$ cat config.mk
export PLATFORM = sky130hd
export DESIGN_NAME = addressDecode
export DESIGN_NICKNAME = d
export VERILOG_FILES = /design/src/cpuBusPkg.sv /design/src/addressDecode.sv
export VERILOG_INCLUDE_DIRS = /design/src /design/src/src
export SDC_FILE = /design/constraint.sdc
export NUM_CORES = 1
export LEC_CHECK = 0
export ABC_CLOCK_PERIOD_IN_PS = 4600
export BUFFER_PORTS_ARGS = -buffer_cell sky130_fd_sc_hd__buf_2
export CAP_MARGIN = 30
export CORE_MARGIN = 1.5
export CORE_UTILIZATION = 37
export DETAILED_ROUTE_END_ITERATION = 7
export PLACE_DENSITY = 0.73
export SKIP_CTS_REPAIR_TIMING = 1
export SLEW_MARGIN = 25
export SYNTH_ARGS = -nofsm -noshare
export SYNTH_HDL_FRONTEND = slang
export SYNTH_SLANG_ARGS = --single-unit
$ cat constraint.sdc
create_clock -name CLK40 -period 4.6 [get_ports CLK40]
set_input_delay 0.23 -clock CLK40 [delete_from_list [all_inputs] [get_ports CLK40]]
set_output_delay 0.23 -clock CLK40 [all_outputs]
set_load 0.005 [all_outputs]
$ cat src/cpuBus_params.svh
////////////////////
// CPU bus parameters
// Address map, memory sizes and wait states of the local-bus targets
////////////////////
`ifndef CPUBUS_PARAMS_SVH
`define CPUBUS_PARAMS_SVH

// Control register window of eight longwords
`define REG_BASE        32'h00F0_0000
`define REG_MASK        32'hFFFF_FFE0   // Address bits that must match REG_BASE

// On-chip RAM window starting at the bottom of the map
`define RAM_BASE        32'h0000_0000
`define RAM_WORDS       256             // Longwords, so the window is 1 KB

// Wait states counted from the clock that latches the cycle
`define REG_WAIT        2
`define RAM_FIRST_WAIT  3               // Latency of the first beat only

// A line transfer is always four longwords on this bus
`define LINE_BEATS      4

`endif

$ cat src/cpuBusPkg.sv
////////////////////
// CPU bus types
// Vector widths, encodings and the latched cycle shared by all blocks
////////////////////
`default_nettype none

package cpuBusPkg;

    typedef logic [31:0] cpuAddr;    // Byte address as driven by the CPU
    typedef logic [31:0] cpuData;    // All transfers are longwords
    typedef logic [7:0]  ramIndex;   // Longword index into the 1 KB RAM
    typedef logic [2:0]  regIndex;   // One of eight control registers
    typedef logic [1:0]  beatCount;  // Beat number inside a line

    // SIZ pin encoding of the 68040
    typedef enum logic [1:0] {
        sizeLong = 2'b00,
        sizeByte = 2'b01,
        sizeWord = 2'b10,
        sizeLine = 2'b11
    } sizeCode;

    // Classification of the current cycle by the decoder
    typedef enum logic [1:0] {
        spaceNone = 2'b00,   // No cycle in flight
        spaceReg  = 2'b01,
        spaceRam  = 2'b10,
        spaceBad  = 2'b11    // Unmapped, ends with a transfer error
    } busSpace;

    // Attributes captured on transfer start and held for the whole cycle
    typedef struct packed {
        cpuAddr  addr;
        logic    write;      // Inverse of nRW
        sizeCode size;
    } busCycle;

endpackage

`default_nettype wire

$ cat src/addressDecode.sv
////////////////////
// Address decoder
// Latches a cycle on transfer start and holds its space until it ends
////////////////////
`timescale 1ns/1ps
`default_nettype none

`include "cpuBus_params.svh"

module addressDecode (
    input  wire                       CLK40,
    input  wire                       nRESET,
    input  wire                       nTS,
    input  wire cpuBusPkg::cpuAddr    address,
    input  wire                       nRW,
    input  wire cpuBusPkg::sizeCode   siz,
    input  wire                       cycleDone,
    output cpuBusPkg::busCycle        cycle,
    output cpuBusPkg::busSpace        space
);

    logic pending;   // Attributes are latched and the space is decoded next clock
    logic acceptTs;

    // Only one cycle is in flight, so a start during a cycle is dropped
    assign acceptTs = !nTS && !pending && (space == cpuBusPkg::spaceNone);

    function automatic cpuBusPkg::busSpace decodeSpace(input cpuBusPkg::cpuAddr addr);
        cpuBusPkg::cpuAddr ramOffset;
        ramOffset = addr - `RAM_BASE;
        if ((addr & `REG_MASK) == `REG_BASE)
            decodeSpace = cpuBusPkg::spaceReg;
        else if ((ramOffset >> 2) < 32'(`RAM_WORDS))
            decodeSpace = cpuBusPkg::spaceRam;
        else
            decodeSpace = cpuBusPkg::spaceBad;   // Nothing answers here
    endfunction

    // Cycle attributes, valid from the clock after transfer start
    always_ff @(posedge CLK40) begin
        if (acceptTs) begin
            cycle <= '{addr: address, write: !nRW, size: siz};
        end
    end

    always_ff @(posedge CLK40 or negedge nRESET) begin
        if (!nRESET) begin
            pending <= 1'b0;
            space   <= cpuBusPkg::spaceNone;
        end else begin
            pending <= acceptTs;
            if (pending) begin
                space <= decodeSpace(cycle.addr);   // Compare against the latched address
            end else if (cycleDone) begin
                space <= cpuBusPkg::spaceNone;      // Cycle is over, back to idle
            end
        end
    end

endmodule

`default_nettype wire

; ---- Yosys cells after proc, flatten, opt, wreduce, memory -nomap -nowiden
; Index checks and enable logic that the tools add are counted.
[classes]
n_lt_le_gt_ge = 1
n_reduce_logical = 7
mux = 4
eq_ne = 1
[ops]
columns = cell, count
row1 = 30-bit by 9-bit less-than comparator with 1-bit output (second input constant), 1
row2 = 27-bit by 19-bit equality test with 1-bit output (second input constant), 1
row3 = 2-bit two-way mux, 3
row4 = 1-bit logical NOT, 3
row5 = 1-bit logical AND, 2
row6 = 2-bit logical NOT, 1
row7 = 2-bit nonzero test, 1
row8 = 1-bit two-way mux, 1
[word_totals]
inputBits = 39
out_inout_bits = 37
register_bits = 38
elab_cells = 18

; ---- Logic depth before layout (Yosys ltp)
[logic_depth]
depth_word = 4
depth_mapped = 3
mapped_depth_nobuf = 3

; ---- Least setup slack after synthesis
; OpenSTA, ideal clock, no wires.
[synth_path]
kind = register to register
startpoint = reg pending
endpoint = reg cycle[0] (netlist name) (enable)
setup_time_ns = 0.521
t_arrival_ns = 3.925
slack_ns = 0.154
required_ns = 4.079
stages_incl_launch_ff = 2
path_buffers = 0
period_less_slack_ns = 4.446
path_cell_list = dfrtp_1 -> nor4_1
[synth_between]
elab_chain_cells = 3
[synth_lines]
columns = item, line
row1 = "start, declared", addressDecode.sv:22  ; logic pending;
row2 = "start signal, assigned", addressDecode.sv:51  ; pending <= acceptTs;
row3 = 1-bit logical NOT, addressDecode.sv:26  ; assign acceptTs = !nTS && !pending && (space == cpuBusPkg::spaceNone);
row4 = 1-bit logical AND (2 in a row), addressDecode.sv:26
row5 = via acceptTs, addressDecode.sv:23  ; logic acceptTs;
row6 = "end signal, assigned", addressDecode.sv:42  ; cycle <= '{addr: address, write: !nRW, size: siz};
row7 = "end, declared", addressDecode.sv:18  ; output cpuBusPkg::busCycle cycle,
; The timed path passes the listed nets, and every way through them passes these cells.
; A chain may end at the register's enable or synchronous reset.

; ---- Final worst setup path
; Same ends and word-level chain as after synthesis.

==> impl_metrics.toml <==
[power]
leakage_nw = 0.756
clkPwrFrac_pct = 28.9
switching_power_mw = 0.223
seq_power_share_pct = 54.8
switching_share_pct = 23.9
power_density_nw_per_um2 = 521
internal_power_mw = 0.713
peakVddDrop_v = 0.000216
combPwrFrac_pct = 16.3

[die]
die_w_um = 60.9
core_um2 = 3130
die_area_um2 = 3710
pin_count = 76
rows = 20
start_util_pct = 39.7
die_y_um = 60.9

[synthesis]
synthXorXnorAreaFrac_pct = 0
synth_top_family_by_area = "simple AND/OR/NAND/NOR gates"
synth_nets = 94
synth-seq-area-share_pct = 90.6
ys_types = 11
avgSynthCellArea_um2 = 22.6
synth_compound_area_share_pct = 1.81
synth_top_area_share_pct = 84.6
ys_ff_latch = 38
synth_area_um2 = 1240
synth_simple_gate_area_share_pct = 6.95
yosys_warnings = 0
synth_area_leaders = "edfxtp_1 85%, dfrtp_1 6.0%, nor4_1 2.5%, and4_1 1.4%, or4b_4 1.1%"
synth_fa_ha_area_share_pct = 0
synthMuxAreaShare_pct = 0
syn_inst = 55
synth_top_area_cell = "edfxtp_1"

[drt]
routed_wl_um = 2410
drtIter0Drc = 59
vias = 828
wl_met2_um = 1250
avgViaCountPerCell = 4.50
dr_wl_met3_um = 241
drc = 0
dr.pass1.iters = 4
routedWlPerCell_um = 13.1
highest_layer = "met4"
wl_met1_um = 884
ant_nets = 0

[clocking]
root_buffer = "clkbuf_4"
numCtsBuffers = 5
cts.sinks = 38
insertion_delay_ns = 0.33
cts_buffer_depth = 2
htreeDepth = 2
clk_pin_slew_ns = 0.11
cts_tree = "done"

[timing]
grt_setup_unrepaired = "false"
drv_slew = 0
setup_slack_ns = 3.10
period_share_pct = 32.7
setup_viol = 0
period_minus_slack_ns = 1.50
fin_setup_tns_ns = 0
fin_skew_ns = 0.00840
fmax_ghz = 0.666
worstMarginPinSlew_ns = 0.445
slew_headroom_pct = 70.3
finalHoldViolations = 0

[global_route]
antenna_found_initial = 0
grt_pass1_wl_um = 3350
grtUsageTotal_pct = 13.2
grt_max_degree = 37
globalRouteOverflowTotal = 0
grt_pass1_vias = 806

[placed_design]
portBuffers = 75
dp_slack_ns = 3.12
gp_congestion = 0.677

[critical_path]
path_cells = "nor4_2 -> buf_4"
crit_family = "buffers and inverters"
cp-start-kind = "flop"
worstPathMaxFanout = 36
rrSetupSlack_ns = 3.10
crit_type = "flop to flop"
cp.arrival_ns = 1.49
crit_required_ns = 4.58
end_kind = "flop"
path_buf_inv = 1
cpPeakStageDelay_ns = 0.44
cp_slowest_cell = "buf_4"

[cells_and_area]
fillers = 254
final_common_cell = "buf_2"
register_area_um2 = 1130
final_cell_mix = "75 x buf_2, 35 x edfxtp_1, 5 x clkbuf_4"
areaGrowthSynthToFinish_pct = 44.7
finish.net_count = 178
multi_input_area_um2 = 115
n_antenna_cell = 0
drive_above_1_share_pct = 61.4

[job]
maxCapViolations = 0

[status]
outcome = "complete, no violations"

[min_path]
min_path_type = "input pin to flop"
==> power groups by stage <==
stage	logic (mW)	registers, mW	clock network, mW
5_1_grt	0.172	0.523	0.289
4_1_cts	0.156	0.514	0.277
3_3_place_gp	0.151	0.518	0
6_report	0.153	0.513	0.271
3_5_place_dp	0.155	0.521	0
2_1_floorplan	0.0447	0.536	0
==> Yosys cell counts, drive strengths merged <==
library cell and count:
and4 2, inv 2, a31oi 2, dfrtp 3, a21oi 2, or4b 1, nor4b 1, nor4 5
nor3 2, edfxtp 35
==> cell families (layout without fill, tap and decap cells) <==
| kind of cell | after synthesis | after routing |
|---|---|---|
| AOI/OAI and AO/OA | 4 | 4 |
| buffers and inverters | 2 | 87 |
| DFF | 38 | 38 |
| and+or+nand+nor | 11 | 11 |
==> area by class of cell <==
class                      count  share of cell area, %
multi-input combinational     15                   6.40
timing repair buffer          77                   21.9
inverter                       2                  0.418
tap                           44                   3.06
clock buffer                   5                   2.09
sequential                    38                   62.6
clock inverter                 3                   3.55
==> state kept, by name, summed over array words and instances, names as in the netlist <==
signal and count:
pending 1, space 2, cycle 35
==> routing by layer <==
layer | global-route usage [%] | up-vias
li1 | - | 396
met1 | 12.4 | 379
met2 | 22.9 | 49
met3 | 5.76 | 4
met4 | 9.32 | 0
met5 | 0 | -
==> stage by stage <==
| stage | power, mW | hold WS (ns) | instances | cell area, um^2 | utilization (%) |
|---|---|---|---|---|---|
| CTS | 0.947 | -0.347 | 183 | 1790 | 57.2 |
| floorplan | 0.581 | -0.0656 | 55 | 1240 | - |
| detailed placement | 0.676 | 0.0291 | 175 | 1690 | 53.9 |
| global route | 0.984 | 0.0399 | 184 | 1800 | 57.5 |
| global placement | 0.669 | 0.0254 | 175 | 1690 | 53.9 |
| finish | 0.936 | 0.0660 | 184 | 1800 | 57.5 |
==> path summary, 6_finish.rpt <==
check / startpoint / depth (start not counted) / endpoint
max in group asynchronous: nRESET / 2 / space[0]
setup reg to reg: pending / 2 / cycle[0]
hold reg to reg: cycle[25] / 2 / space[0]
setup / recovery: pending / 2 / cycle[0]
hold / removal: address[19] / 1 / cycle[22]
min in group asynchronous: nRESET / 2 / space[1]
No activity file was read; power rests on OpenSTA's default activity.
