===== src/cpuBus_params.svh =====
////////////////////
// CPU bus parameters
// Address map, memory sizes and wait states of the local-bus targets
////////////////////
`ifndef CPUBUS_PARAMS_SVH
`define CPUBUS_PARAMS_SVH

// Control register window of eight longwords
`define REG_BASE        32'h00F0_0000
`define REG_MASK        32'hFFFF_FFE0   // Address bits that must match REG_BASE

// On-chip RAM window starting at the bottom of the map
`define RAM_BASE        32'h0000_0000
`define RAM_WORDS       256             // Longwords, so the window is 1 KB

// Wait states counted from the clock that latches the cycle
`define REG_WAIT        2
`define RAM_FIRST_WAIT  3               // Latency of the first beat only

// A line transfer is always four longwords on this bus
`define LINE_BEATS      4

`endif


===== src/cpuBusPkg.sv =====
////////////////////
// CPU bus types
// Vector widths, encodings and the latched cycle shared by all blocks
////////////////////
`default_nettype none

package cpuBusPkg;

    typedef logic [31:0] cpuAddr;    // Byte address as driven by the CPU
    typedef logic [31:0] cpuData;    // All transfers are longwords
    typedef logic [7:0]  ramIndex;   // Longword index into the 1 KB RAM
    typedef logic [2:0]  regIndex;   // One of eight control registers
    typedef logic [1:0]  beatCount;  // Beat number inside a line

    // SIZ pin encoding of the 68040
    typedef enum logic [1:0] {
        sizeLong = 2'b00,
        sizeByte = 2'b01,
        sizeWord = 2'b10,
        sizeLine = 2'b11
    } sizeCode;

    // Classification of the current cycle by the decoder
    typedef enum logic [1:0] {
        spaceNone = 2'b00,   // No cycle in flight
        spaceReg  = 2'b01,
        spaceRam  = 2'b10,
        spaceBad  = 2'b11    // Unmapped, ends with a transfer error
    } busSpace;

    // Attributes captured on transfer start and held for the whole cycle
    typedef struct packed {
        cpuAddr  addr;
        logic    write;      // Inverse of nRW
        sizeCode size;
    } busCycle;

endpackage

`default_nettype wire


===== src/registerSpace.sv =====
////////////////////
// Register space
// Eight control registers answered after a fixed number of wait states
////////////////////
`timescale 1ns/1ps
`default_nettype none

`include "cpuBus_params.svh"

module registerSpace (
    input  wire                       CLK40,
    input  wire                       nRESET,
    input  wire cpuBusPkg::busSpace   space,
    input  wire cpuBusPkg::busCycle   cycle,
    input  wire cpuBusPkg::cpuData    dataIn,
    output logic                      regAck,
    output cpuBusPkg::cpuData         regData
);

    typedef enum logic [1:0] {
        regIdle,
        regWait,
        regDone
    } regState;

    regState           state;
    logic [1:0]        waitCnt;       // Clocks spent since the space was latched
    cpuBusPkg::regIndex regSel;
    cpuBusPkg::cpuData regFile [8];

    assign regSel  = cycle.addr[4:2];  // Longword offset inside the window
    assign regData = regFile[regSel];  // Read data is sampled by the CPU with nTA

    //////////////////////
    // Acknowledge FSM
    //////////////////////

    always_ff @(posedge CLK40 or negedge nRESET) begin
        if (!nRESET) begin
            state   <= regIdle;
            waitCnt <= 2'd0;
            regAck  <= 1'b0;
        end else begin
            case (state)
                regIdle: begin
                    if (space == cpuBusPkg::spaceReg) begin
                        waitCnt <= 2'd1;   // The clock that saw the space counts as one
                        state   <= regWait;
                    end
                end
                regWait: begin
                    if (waitCnt == 2'(`REG_WAIT - 1)) begin
                        regAck <= 1'b1;    // Single beat, the decoder clears the space on it
                        state  <= regDone;
                    end else begin
                        waitCnt <= waitCnt + 2'd1;
                    end
                end
                regDone: begin
                    regAck <= 1'b0;
                    state  <= regIdle;     // Space is already back to none here
                end
                default: state <= regIdle;
            endcase
        end
    end

    //////////////////////
    // Register file
    //////////////////////

    always_ff @(posedge CLK40 or negedge nRESET) begin
        if (!nRESET) begin
            for (int i = 0; i < 8; i++) begin
                regFile[i] <= '0;
            end
        end else if (regAck && cycle.write) begin
            regFile[regSel] <= dataIn;   // Write data is valid in the acknowledge clock
        end
    end

endmodule

`default_nettype wire


===== config.mk =====
export PLATFORM = sky130hd
export DESIGN_NAME = registerSpace
export DESIGN_NICKNAME = d
export VERILOG_FILES = /design/src/cpuBusPkg.sv /design/src/registerSpace.sv
export VERILOG_INCLUDE_DIRS = /design/src /design/src/src
export SDC_FILE = /design/constraint.sdc
export NUM_CORES = 1
export LEC_CHECK = 0
export BUFFER_PORTS_ARGS = -buffer_cell sky130_fd_sc_hd__buf_2
export CORE_ASPECT_RATIO = 1.4
export CORE_MARGIN = 2
export CORE_UTILIZATION = 60
export DETAILED_ROUTE_END_ITERATION = 12
export PLACE_DENSITY = 0.9
export SYNTH_ARGS = -nofsm -noshare
export SYNTH_HDL_FRONTEND = slang
export SYNTH_SLANG_ARGS = --single-unit

===== constraint.sdc =====
create_clock -name CLK40 -period 2 [get_ports CLK40]
set_clock_uncertainty 0.05 [all_clocks]
set_input_delay 0.1 -clock CLK40 [delete_from_list [all_inputs] [get_ports CLK40]]
set_output_delay 0.1 -clock CLK40 [all_outputs]
set_load 0.02 [all_outputs]

Word-level counts from Yosys, hierarchy flattened
Cells that the tools add are included.
{ "classes": {"add_sub_neg": 1, "multipliers": 0, "n_div": 0, "magnitude_cmp": 2, "eq_ne": 7, "shifts": 0, "mux": 13, "bitwise": 1, "reduce_logical": 8} }
{ "op_table": {"columns": ["operator", "count"], "rows": [
  ["256-bit bitwise mux", 1],
  ["32-bit binary-select mux with 3-bit select", 1],
  ["32-bit demux with 3-bit select", 1],
  ["32-bit two-way mux", 3],
  ["2-bit one-hot mux with 2 select lines", 2],
  ["2-bit by 1-bit == test with 1-bit output, second input constant", 3],
  ["2-bit two-way mux", 3],
  ["2-bit != test, second input constant", 3],
  ["4-bit greater-or-equal comparator, second input constant", 1],
  ["4-bit by 1-bit less-than comparator with 1-bit output, second input constant", 1],
  ["3-bit inverter with 4-bit output", 1],
  ["2-bit AND reduction", 2],
  ["2-bit nonzero test", 2],
  ["3-bit AND reduction", 1],
  ["2-bit by 1-bit adder with 2-bit output, second input constant", 1],
  ["2-bit == test, second input constant", 1],
  ["1-bit logical AND", 2],
  ["2-bit logical NOT", 1],
  ["1-bit one-hot mux with 2 select lines", 1],
  ["1-bit two-way mux", 1]
]} }
{ "word_totals": {"reg_bits": 261, "latch_bits": 0, "ram_bits": 0, "mem_bits_ro": 0, "input_bits": 71, "output_inout_bits": 33, "word_cells": 43, "n_memories": 0} }

Logic depth before layout (Yosys ltp)
Gate-level depths: netlist of the first run.
{ "logic_depth": {"word_depth": 6, "ltp_mapped": 6, "ltp_nobuf": 5} }

Worst setup path before layout of the first run
No wires, ideal clock.
{ "synth_timing": {"path_type": "flip-flop to flip-flop", "startpoint": "register regAck", "endpoint": "register regFile[161] in the netlist's numbering", "setup_time_ps": 125, "t_arrival_ps": 1554, "required_ps": 1825, "path_slack_ps": 271, "path_stages_with_launch": 5, "path_buffers": 1, "synth_period_minus_slack_ps": 1729, "path_cell_list": "dfrtp_1 > nand2_2 > nor3_2 > buf_4 > mux2_2"} }
{ "synth_via": {"elab_chain_cells": 1} }
{ "synth_lines": {"columns": ["element", "line", "text"], "rows": [
  ["start: declaration", "registerSpace.sv:16", "output logic regAck,"],
  ["start signal: assignment", "registerSpace.sv:42", "regAck <= 1'b0;"],
  ["start signal: assignment", "registerSpace.sv:53", "regAck <= 1'b1;"],
  ["start signal: assignment", "registerSpace.sv:60", "regAck <= 1'b0;"],
  ["1-bit logical AND", "registerSpace.sv:77", "end else if (regAck && cycle.write) begin"],
  ["end signal: indexed assignment", "registerSpace.sv:78", "regFile[regSel] <= dataIn;"],
  ["end: declaration", "registerSpace.sv:29", "cpuBusPkg::cpuData regFile [8];"]
]} }
No other way between the ends.
A chain may end at the register's enable or synchronous reset.

Worst setup path in the final report of the first run
{ "layout_timing": {"startpoint": "register regFile[76] in the netlist's numbering", "endpoint": "output port regData[12]"} }
{ "layout_via": {"elab_chain_cells": 3} }
{ "layout_lines": {"columns": ["element", "line", "text"], "rows": [
  ["32-bit binary-select mux with 3-bit select", "registerSpace.sv:32", "assign regData = regFile[regSel];"],
  ["32-bit two-way mux (implied by the code) (2 in a row)", "registerSpace.sv:32", null],
  ["end: declaration", "registerSpace.sv:17", "output cpuBusPkg::cpuData regData"]
]} }
No other way between the ends. The select of a mux whose other input is x is not followed.

==> impl_metrics.json, run 1 <==
{
  "final-seq-area_sq_um": 6531,
  "r2r-end": "regFile[53]",
  "drc_errors": 0,
  "fin_nets": 903,
  "routed_via_density": 6.240,
  "violations": "setup timing",
  "power.density_nw_per_um2": 1209,
  "endpoint_kind": "primary output",
  "rows": 60,
  "multi_input_area_sq_um": 4999,
  "ioPinCount": 104,
  "drv_slew": 0,
  "p_sw_mw": 4.600,
  "p_leak_nw": 6.109,
  "place_congestion": 0.7610,
  "crit_start": "regFile[76]",
  "worstReg2RegStart": "regAck",
  "grt_pass1_vias": 7787,
  "clock_latency_ns": 0.52,
  "relSlewSlack_pct": 66.45,
  "clock_sinks": 261,
  "synth_ff_type": "dfrtp_1",
  "grt-ovfl-total": 0,
  "core_area_sq_um": 19220,
  "hold_path_class": "in -> async",
  "p_comb_share_pct": 26.8,
  "synth_top_area_share_pct": 55.54,
  "hpwl_um": 16280,
  "rrSetupSlack_ns": 0.32,
  "endpoint": "regData[12]",
  "vias": 6833,
  "dieWidth_um": 122.3,
  "cp_top_family": "multiplexers",
  "avgRoutedWirePerCell_um": 24.35,
  "track_usage_pct": 26.69,
  "cp.depth": 3,
  "h-tree-depth": 1,
  "fin_cells": 1095,
  "cp.arrival_ns": 1.88,
  "maxCapViolCount": 0,
  "yosysSeqAreaShare_pct": 55.54,
  "critPathMaxStageDelay_ns": 0.51,
  "seqPwrFrac_pct": 47.6,
  "drt-initial-drc-count": 427,
  "p_sw_share_pct": 27.25,
  "place_inst": 1009,
  "path_clk_slew_ns": 0.06,
  "initial_utilization_pct": 61.19,
  "critPathLaunchType": "flip-flop",
  "area_growth_pct": 18.74,
  "syn_area_sq_um": 11760,
  "clkPwrFrac_pct": 25.6,
  "yosysWarnings": 0,
  "cts_tree": "yes",
  "numCtsBuffers": 24,
  "slowest_stage": "mux4_2",
  "syn_avg_cell_area_sq_um": 16.90,
  "fin_util_pct": 72.66,
  "crit_fanout": 2,
  "die_area_sq_um": 20750,
  "portBuffers": 72,
  "cp.required_ns": 1.85,
  "power_mw": 16.88,
  "drive_above_1_share_pct": 59.22,
  "setup_ws_ns": -0.02524,
  "synth_top_cell_by_area": "dfrtp_1",
  "status": "finished with violations",
  "antenna_found_initial": 1,
  "die_h_um": 169.7,
  "ctsRootBufferMaster": "clkbuf_16",
  "p_int_mw": 12.28,
  "hold_viol_final": 0,
  "synth_fp_nets": 768,
  "grt_pass1_wl_um": 42210,
  "ant_nets": 0,
  "synth.distinct_cells": 33,
  "cts_buffer_depth": 3,
  "crit_chain": "mux4_2, mux2_4, buf_6",
  "worstRegToRegCells": 4,
  "path_buf_inv": 1,
  "vdd_drop_max_v": 0.0009774,
  "fmax_mhz": 493.8,
  "synth_area_leaders": "dfrtp_1, mux2_2, mux4_2",
  "ys_seq_elements": 261,
  "drt_wl_total_um": 26660,
  "setup_viol": 1,
  "critPathKind": "reg -> out",
  "drt_pass1_iterations": 4,
  "dp_slack_ns": 0.1727,
  "worst_slew_pin_slew_ns": 0.5033,
  "synthArstFlopShare_pct": 100.0,
  "finalCritPeriodShare_pct": 101.3,
  "fin_crit_ns": 2.025,
  "synth_edf_count": 0,
  "fill_cells": 1143,
  "postSynthCellCount": 696,
  "grt_setup_unrepaired": "yes",
  "grt_max_degree": 61
}
[kinds of logic (layout without fill, tap and decap cells)]
logic type / after synthesis / after routing / synth area share [%]
mux: 353 / 353 / 39.73
fa+ha+maj: 1 / 1 / 0.1064
compound gates: 10 / 10 / 0.5213
other cells: 0 / 1 / 0
flops: 261 / 261 / 55.54
buf+inv: 48 / 198 / 2.628
simple gates: 23 / 23 / 1.479
[what timing repair did]
item	4_1_cts	5_1_grt
pin swaps	0	1
gates resized for setup	17	24
setup endpoints to repair	6	17
hold buffers	35	0
buffers inserted	4	5
endpoints found under the hold margin	491	0
[Yosys cell counts (2+ instances only)]
library cell	instances
mux2_2	277
dfrtp_1	261
mux4_2	62
buf_2	20
buf_4	17
mux2_1	13
clkbuf_1	4
inv_1	4
nor2_1	4
a21oi_1	3
o21ai_0	3
and3_1	2
buf_12	2
nand2b_1	2
nand4_1	2
nor2b_1	2
nor4_4	2
[state kept, by name (all words and copies together) (netlist names)]
name / cells
waitCnt: 2
regAck: 1
state: 2
regFile: 256
[per-stage QoR]
step | cell area [sq um] | hold WS, ns | TNS [ns]
after floorplan | 11760 | -0.2456 | 0
after global placement | 12660 | 0.004161 | 0
after detailed placement | 12660 | 0.01470 | 0
after CTS | 13840 | 0.05983 | -0.01888
after global routing | 13960 | 0.08563 | -0.09857
final | 13960 | 0.05337 | -0.02524
[routing by layer]
layer	part of all wire [%]	global-route usage (%)
met5	0	0
met2	54	46.18
met3	4.3	3.427
met4	4.4	13.04
met1	37	32.98
[worst register-to-register path: cells and delay by family, from the launching register on]
kind | cells | cell delay, ns
buffers and inverters | 1 | 0.32
flip-flops | 1 | 0.39
multiplexers | 1 | 0.38
AND/OR/NAND/NOR | 2 | 0.42
[cells in the final DEF (no fill, tap or decap), types with 3 or more instances in the layout]
cell           netlist  routed
a21oi_1              3       3
buf_12               2      17
buf_2               20      54
buf_4               17      35
buf_6                1      11
clkbuf_1             4       5
clkbuf_16            0      25
clkbuf_8             0       5
clkinv_2             0       6
dfrtp_1            261     261
dlygate4sd3_1        0      35
inv_1                4       4
mux2_1              13      13
mux2_2             277     263
mux2_4               0      14
mux4_2              62      62
nor2_1               4       3
o21ai_0              3       3
[power by group through the flow]
stage / sequential, mW / combinational (mW) / clock, mW
2_1_floorplan: 7.65 / 3.10 / 0
3_3_place_gp: 7.77 / 3.85 / 0
3_5_place_dp: 8.04 / 4.09 / 0
4_1_cts: 7.99 / 4.34 / 4.39
5_1_grt: 8.20 / 4.81 / 4.59
6_report: 8.04 / 4.52 / 4.33
[cell type report]
cell class,instances,area share [%]
Clock buffer,35,5.108
Inverter,4,0.1075
Clock inverter,6,0.2151
Antenna cell,1,0.01792
Multi-Input combinational cell,387,35.80
Tap cell,248,2.222
Timing Repair Buffer,153,9.758
Sequential cell,261,46.77
[worst min path at each step]
stage,start,end,slack (ns),depth (start not counted)
2_1_floorplan,nRESET,regAck,-0.25,0
3_3_place_gp,nRESET,waitCnt[0],0.004,1
3_5_place_dp,nRESET,waitCnt[0],0.01,1
4_1_cts,nRESET,waitCnt[0],0.06,2
5_1_grt,nRESET,waitCnt[0],0.09,2
6_report,nRESET,regFile[1],0.05,2
Note: power is estimated with default switching activity, not from simulation.
==> inputs of run 2 (changes only) <==
clock period = 2.2 ns   (was 2 ns; I/O delays follow)
==> impl_metrics.json, run 2 (same netlist as run 1, synthesis figures left out) <==
{
  "drt-initial-drc-count": 400,
  "die_area_sq_um": 20750,
  "p_int_mw": 11.16,
  "p_leak_nw": 5.944,
  "diodes": 0,
  "hold_end": "waitCnt[1]",
  "layout_common_cells": "mux2_2, dfrtp_1, buf_2, mux4_2, dlygate4sd3_1",
  "postCtsSetupRepairBufs": 0,
  "seqPwrFrac_pct": 47.7,
  "worstReg2RegStart": "regAck",
  "p_sw_share_pct": 26.82,
  "regMostFlops": "regFile",
  "grt-ovfl-total": 0,
  "hold_viol_final": 0,
  "grt_setup_unrepaired": "no",
  "ctsRootBufferMaster": "clkbuf_16",
  "portBuffers": 72,
  "cp.required_ns": 2.04,
  "fin_nets": 886,
  "clkPwrFrac_pct": 27.7,
  "place_congestion": 0.7466,
  "maxCapViolCount": 0,
  "clock_sinks": 261,
  "cts_tree": "yes",
  "critPathMaxStageDelay_ns": 0.50,
  "fin_crit_ns": 2.027,
  "drc_errors": 0,
  "critPathLaunchType": "flip-flop",
  "core_area_sq_um": 19220,
  "drt_wl_total_um": 25990,
  "largest_reg_flops": 256,
  "routed_via_density": 6.229,
  "hpwl_um": 15860,
  "rrSetupSlack_ns": 0.43,
  "setup_viol": 0,
  "grtUsageMet1_pct": 32.54,
  "avgRoutedWirePerCell_um": 24.11,
  "grt_pass1_wl_um": 42080,
  "clock_latency_ns": 0.51,
  "initial_utilization_pct": 61.19,
  "relSlewSlack_pct": 59.05,
  "drive_above_1_share_pct": 58.31,
  "slowest_stage": "mux4_2",
  "status": "finished clean",
  "area_growth_pct": 16.36,
  "p_comb_share_pct": 24.6,
  "rows": 60,
  "worst_slew_pin_slew_ns": 0.6142,
  "cts_buffer_depth": 3,
  "vdd_drop_max_v": 0.0008615,
  "endpoint_kind": "primary output",
  "top_regs": "regFile (256), state (2), waitCnt (2)",
  "grt_pass1_vias": 7759,
  "worstHoldStart": "space[1]",
  "track_usage_pct": 26.39,
  "holdWs_ns": 0.03228,
  "busiest_layer": "met2",
  "drt_pass1_iterations": 4,
  "h-tree-depth": 1,
  "grtUsageMet3_pct": 3.696,
  "fmax_mhz": 493.3,
  "fin_setup_tns_ns": 0,
  "numCtsBuffers": 24,
  "finalCritPeriodShare_pct": 92.14,
  "antenna_found_initial": 0,
  "setup_ws_ns": 0.1729,
  "dp_slack_ns": 0.3234,
  "ioPinCount": 104,
  "worstRegToRegCells": 4,
  "p_sw_mw": 4.088,
  "layout_commonest_cell": "mux2_2",
  "crit_fanout": 2,
  "fin_area_sq_um": 13680,
  "crit_chain": "mux4_2, mux2_2, buf_2",
  "grt_util_met2_pct": 46.74,
  "placed_area_sq_um": 12530,
  "hold_path_class": "in -> reg",
  "ant_nets": 0,
  "vias": 6715,
  "worstHoldPathCells": 4,
  "drv_slew": 0,
  "dieWidth_um": 122.3,
  "die_h_um": 169.7,
  "power.density_nw_per_um2": 1114,
  "cp.arrival_ns": 1.87,
  "grt_max_degree": 79,
  "r2r-end": "regFile[178]",
  "path_clk_slew_ns": 0.06,
  "critPathKind": "reg -> out"
}
## run 2: critical path: cells and delay by family (launching register included)
| kind | cells | cell delay (ns) |
|---|---|---|
| muxes | 2 | 0.80 |
| buffers and inverters | 1 | 0.16 |
| DFF | 1 | 0.40 |
## run 2: worst max-delay path by stage
stage                startpoint      endpoint  slack, ns  depth (start not counted)
floorplan                regAck  regFile[161]       0.47                          4
global placement       cycle[5]  regFile[173]       0.40                          6
detailed placement     cycle[5]  regFile[170]       0.32                          6
CTS                  regFile[8]    regData[8]       0.16                          3
global route        regFile[31]   regData[31]       0.15                          3
finish               regFile[8]    regData[8]       0.17                          3
## run 2: cell type report
type / count / area, sq um
sequential: 261 / 6531
fill: 1173 / 5534
multi-input combinational: 387 / 4938
timing repair buffer: 136 / 1081
clock buffer: 39 / 768.2
tap: 248 / 310.3
clock inverter: 3 / 40.04
inverter: 4 / 15.01
## run 2: power groups by stage
stage          sequential [mW]  combinational (mW)  clock, mW
6_report                  7.28                3.75       4.22
5_1_grt                   7.42                4.02       4.48
3_3_place_gp              7.06                3.47          0
3_5_place_dp              7.31                3.68          0
2_1_floorplan             6.96                2.82          0
4_1_cts                   7.25                3.79       4.27
## run 2: routing by layer
| metal | part of all wire [%] | vias up |
|---|---|---|
| li1 | - | 2839 |
| met1 | 37 | 3630 |
| met2 | 56 | 196 |
| met3 | 4.4 | 50 |
| met4 | 2.8 | 0 |
| met5 | 0 | - |
## run 2: per-stage QoR
step	power (mW)	std cells	utilization, %
after floorplan	9.777	696	-
after detailed placement	10.99	1001	65.18
after CTS	15.31	1078	71.20
final	15.25	1078	71.20
after global routing	15.92	1078	71.20
after global placement	10.53	1001	65.18
## run 2: what timing repair did
action	4_1_cts	5_1_grt
hold buffers	35	0
resized for setup	0	0
hold endpoints to repair	331	0
==> inputs of run 3 (changes only) <==
CORE_UTILIZATION = 50   (was 60)
PLACE_DENSITY = 0.79   (was 0.9)
clock period = 2.13 ns   (was 2.2 ns; I/O delays follow)
==> impl_metrics.json, run 3 (same netlist as run 1, synthesis figures left out) <==
{
  "fin_util_pct": 60.20,
  "ctsRootBufferMaster": "clkbuf_16",
  "drt_pass1_iterations": 4,
  "final-seq-area_sq_um": 6531,
  "critPathLaunchType": "flip-flop",
  "critPathMaxStageDelay_ns": 0.48,
  "drt_wl_total_um": 25530,
  "setup_viol": 0,
  "critPathKind": "reg -> out",
  "fmax_mhz": 497.4,
  "place_congestion": 0.7508,
  "top_regs": "regFile (256), state (2), waitCnt (2)",
  "postCtsSetupRepairBufs": 0,
  "dieWidth_um": 133.6,
  "path_clk_slew_ns": 0.06,
  "status": "finished clean",
  "drv_slew": 0,
  "p_leak_nw": 6.055,
  "grt_pass1_wl_um": 41590,
  "power.density_nw_per_um2": 1139,
  "fin_area_sq_um": 13970,
  "grt_max_degree": 83,
  "fill_cells": 1693,
  "grt_pass1_vias": 7679,
  "h-tree-depth": 1,
  "area_growth_pct": 18.78,
  "finalCritPeriodShare_pct": 94.38,
  "fin_cells": 1151,
  "track_usage_pct": 21.49,
  "hpwl_um": 16380,
  "fin_setup_tns_ns": 0,
  "rows": 66,
  "ioPinCount": 104,
  "ant_nets": 0,
  "fin_nets": 897,
  "cp.required_ns": 1.97,
  "routed_via_density": 5.815,
  "fin_crit_ns": 2.010,
  "hold_viol_final": 0,
  "rrSetupSlack_ns": 0.47,
  "drive_above_1_share_pct": 59.53,
  "avgRoutedWirePerCell_um": 22.18,
  "drt-initial-drc-count": 272,
  "worst_slew_pin_slew_ns": 0.6377,
  "hold_path_class": "in -> reg",
  "clock_sinks": 261,
  "layout_commonest_cell": "mux2_2",
  "placed_area_sq_um": 12740,
  "vdd_drop_max_v": 0.0008130,
  "vias": 6693,
  "multi_input_area_sq_um": 4938,
  "power_mw": 15.91,
  "slowest_stage": "mux4_2",
  "cp.arrival_ns": 1.85,
  "maxCapViolCount": 0,
  "layout_common_cells": "mux2_2, dfrtp_1, buf_2, mux4_2, dlygate4sd3_1",
  "portBuffers": 72,
  "crit_fanout": 2,
  "cts_tree": "yes",
  "diodes": 0,
  "grt_setup_unrepaired": "no",
  "cts_buffer_depth": 3,
  "relSlewSlack_pct": 57.49,
  "endpoint_kind": "primary output",
  "place_inst": 1068,
  "numCtsBuffers": 26,
  "initial_utilization_pct": 50.68,
  "antenna_found_initial": 1,
  "die_area_sq_um": 24780,
  "regMostFlops": "regFile",
  "core_area_sq_um": 23200,
  "drc_errors": 0,
  "die_h_um": 185.5,
  "grt-ovfl-total": 0,
  "crit_chain": "mux4_2, mux2_2, buf_2",
  "largest_reg_flops": 256,
  "clock_latency_ns": 0.52
}
[run 3: changes by cell type in the layout (fill, tap and decap cells not counted), sizes merged]
cell	previous run	this run
buf	101	110
clkinv	2	10
clkbuf	39	32
clkinvlp	0	2
inv	4	6
bufinv	1	2
[run 3: path summary, 6_finish.rpt]
check,depth (start not counted),startpoint,endpoint
min in group asynchronous,2,nRESET,regFile[231]
setup reg to reg,4,regAck,regFile[107]
hold / removal,4,space[1],waitCnt[1]
hold reg to reg,1,regFile[8],regFile[8]
max in group asynchronous,3,nRESET,regFile[152]
setup / recovery,3,regFile[77],regData[13]
[run 3: layer usage]
metal  up-vias  GRT usage, %  part of all wire (%)
met5         -             0                 0.051
met4         2         7.149                   2.6
met3        52         2.859                   3.6
met2       146         39.15                    54
met1      3608         26.50                    39
li1       2885             -                     -
[run 3: critical path, delay by kind of cell, from the launching register on]
family / cells / cell delay [ns]
flip-flops: 1 / 0.38
buffers and inverters: 1 / 0.17
multiplexers: 2 / 0.79
[run 3: final cells by class]
class | instances | area share (%)
Sequential cell | 261 | 46.76
Multi-Input combinational cell | 387 | 35.35
Timing Repair Buffer | 145 | 8.760
Clock buffer | 32 | 5.258
Tap cell | 306 | 2.741
Clock inverter | 16 | 1.021
Inverter | 4 | 0.1075
[run 3: repair_timing]
item / CTS / global route
resized for setup: 0 / 0
endpoints found under the hold margin: 355 / 0
hold buffers: 35 / 0
[run 3: metrics by stage]
stage | setup slack, ns | hold WS (ns)
2_1_floorplan | 0.4015 | -0.2391
3_3_place_gp | 0.2216 | 0.07299
3_5_place_dp | 0.2031 | 0.08324
4_1_cts | 0.09486 | 0.005204
5_1_grt | 0.06771 | 0.03767
6_report | 0.1197 | 0.02277
[run 3: report_power, final]
group	switching (mW)	leakage, nW	internal (mW)
clock network	1.89	0.439	2.70
logic	1.50	2.42	2.36
registers	0.855	3.19	6.61
total	4.24	6.06	11.7
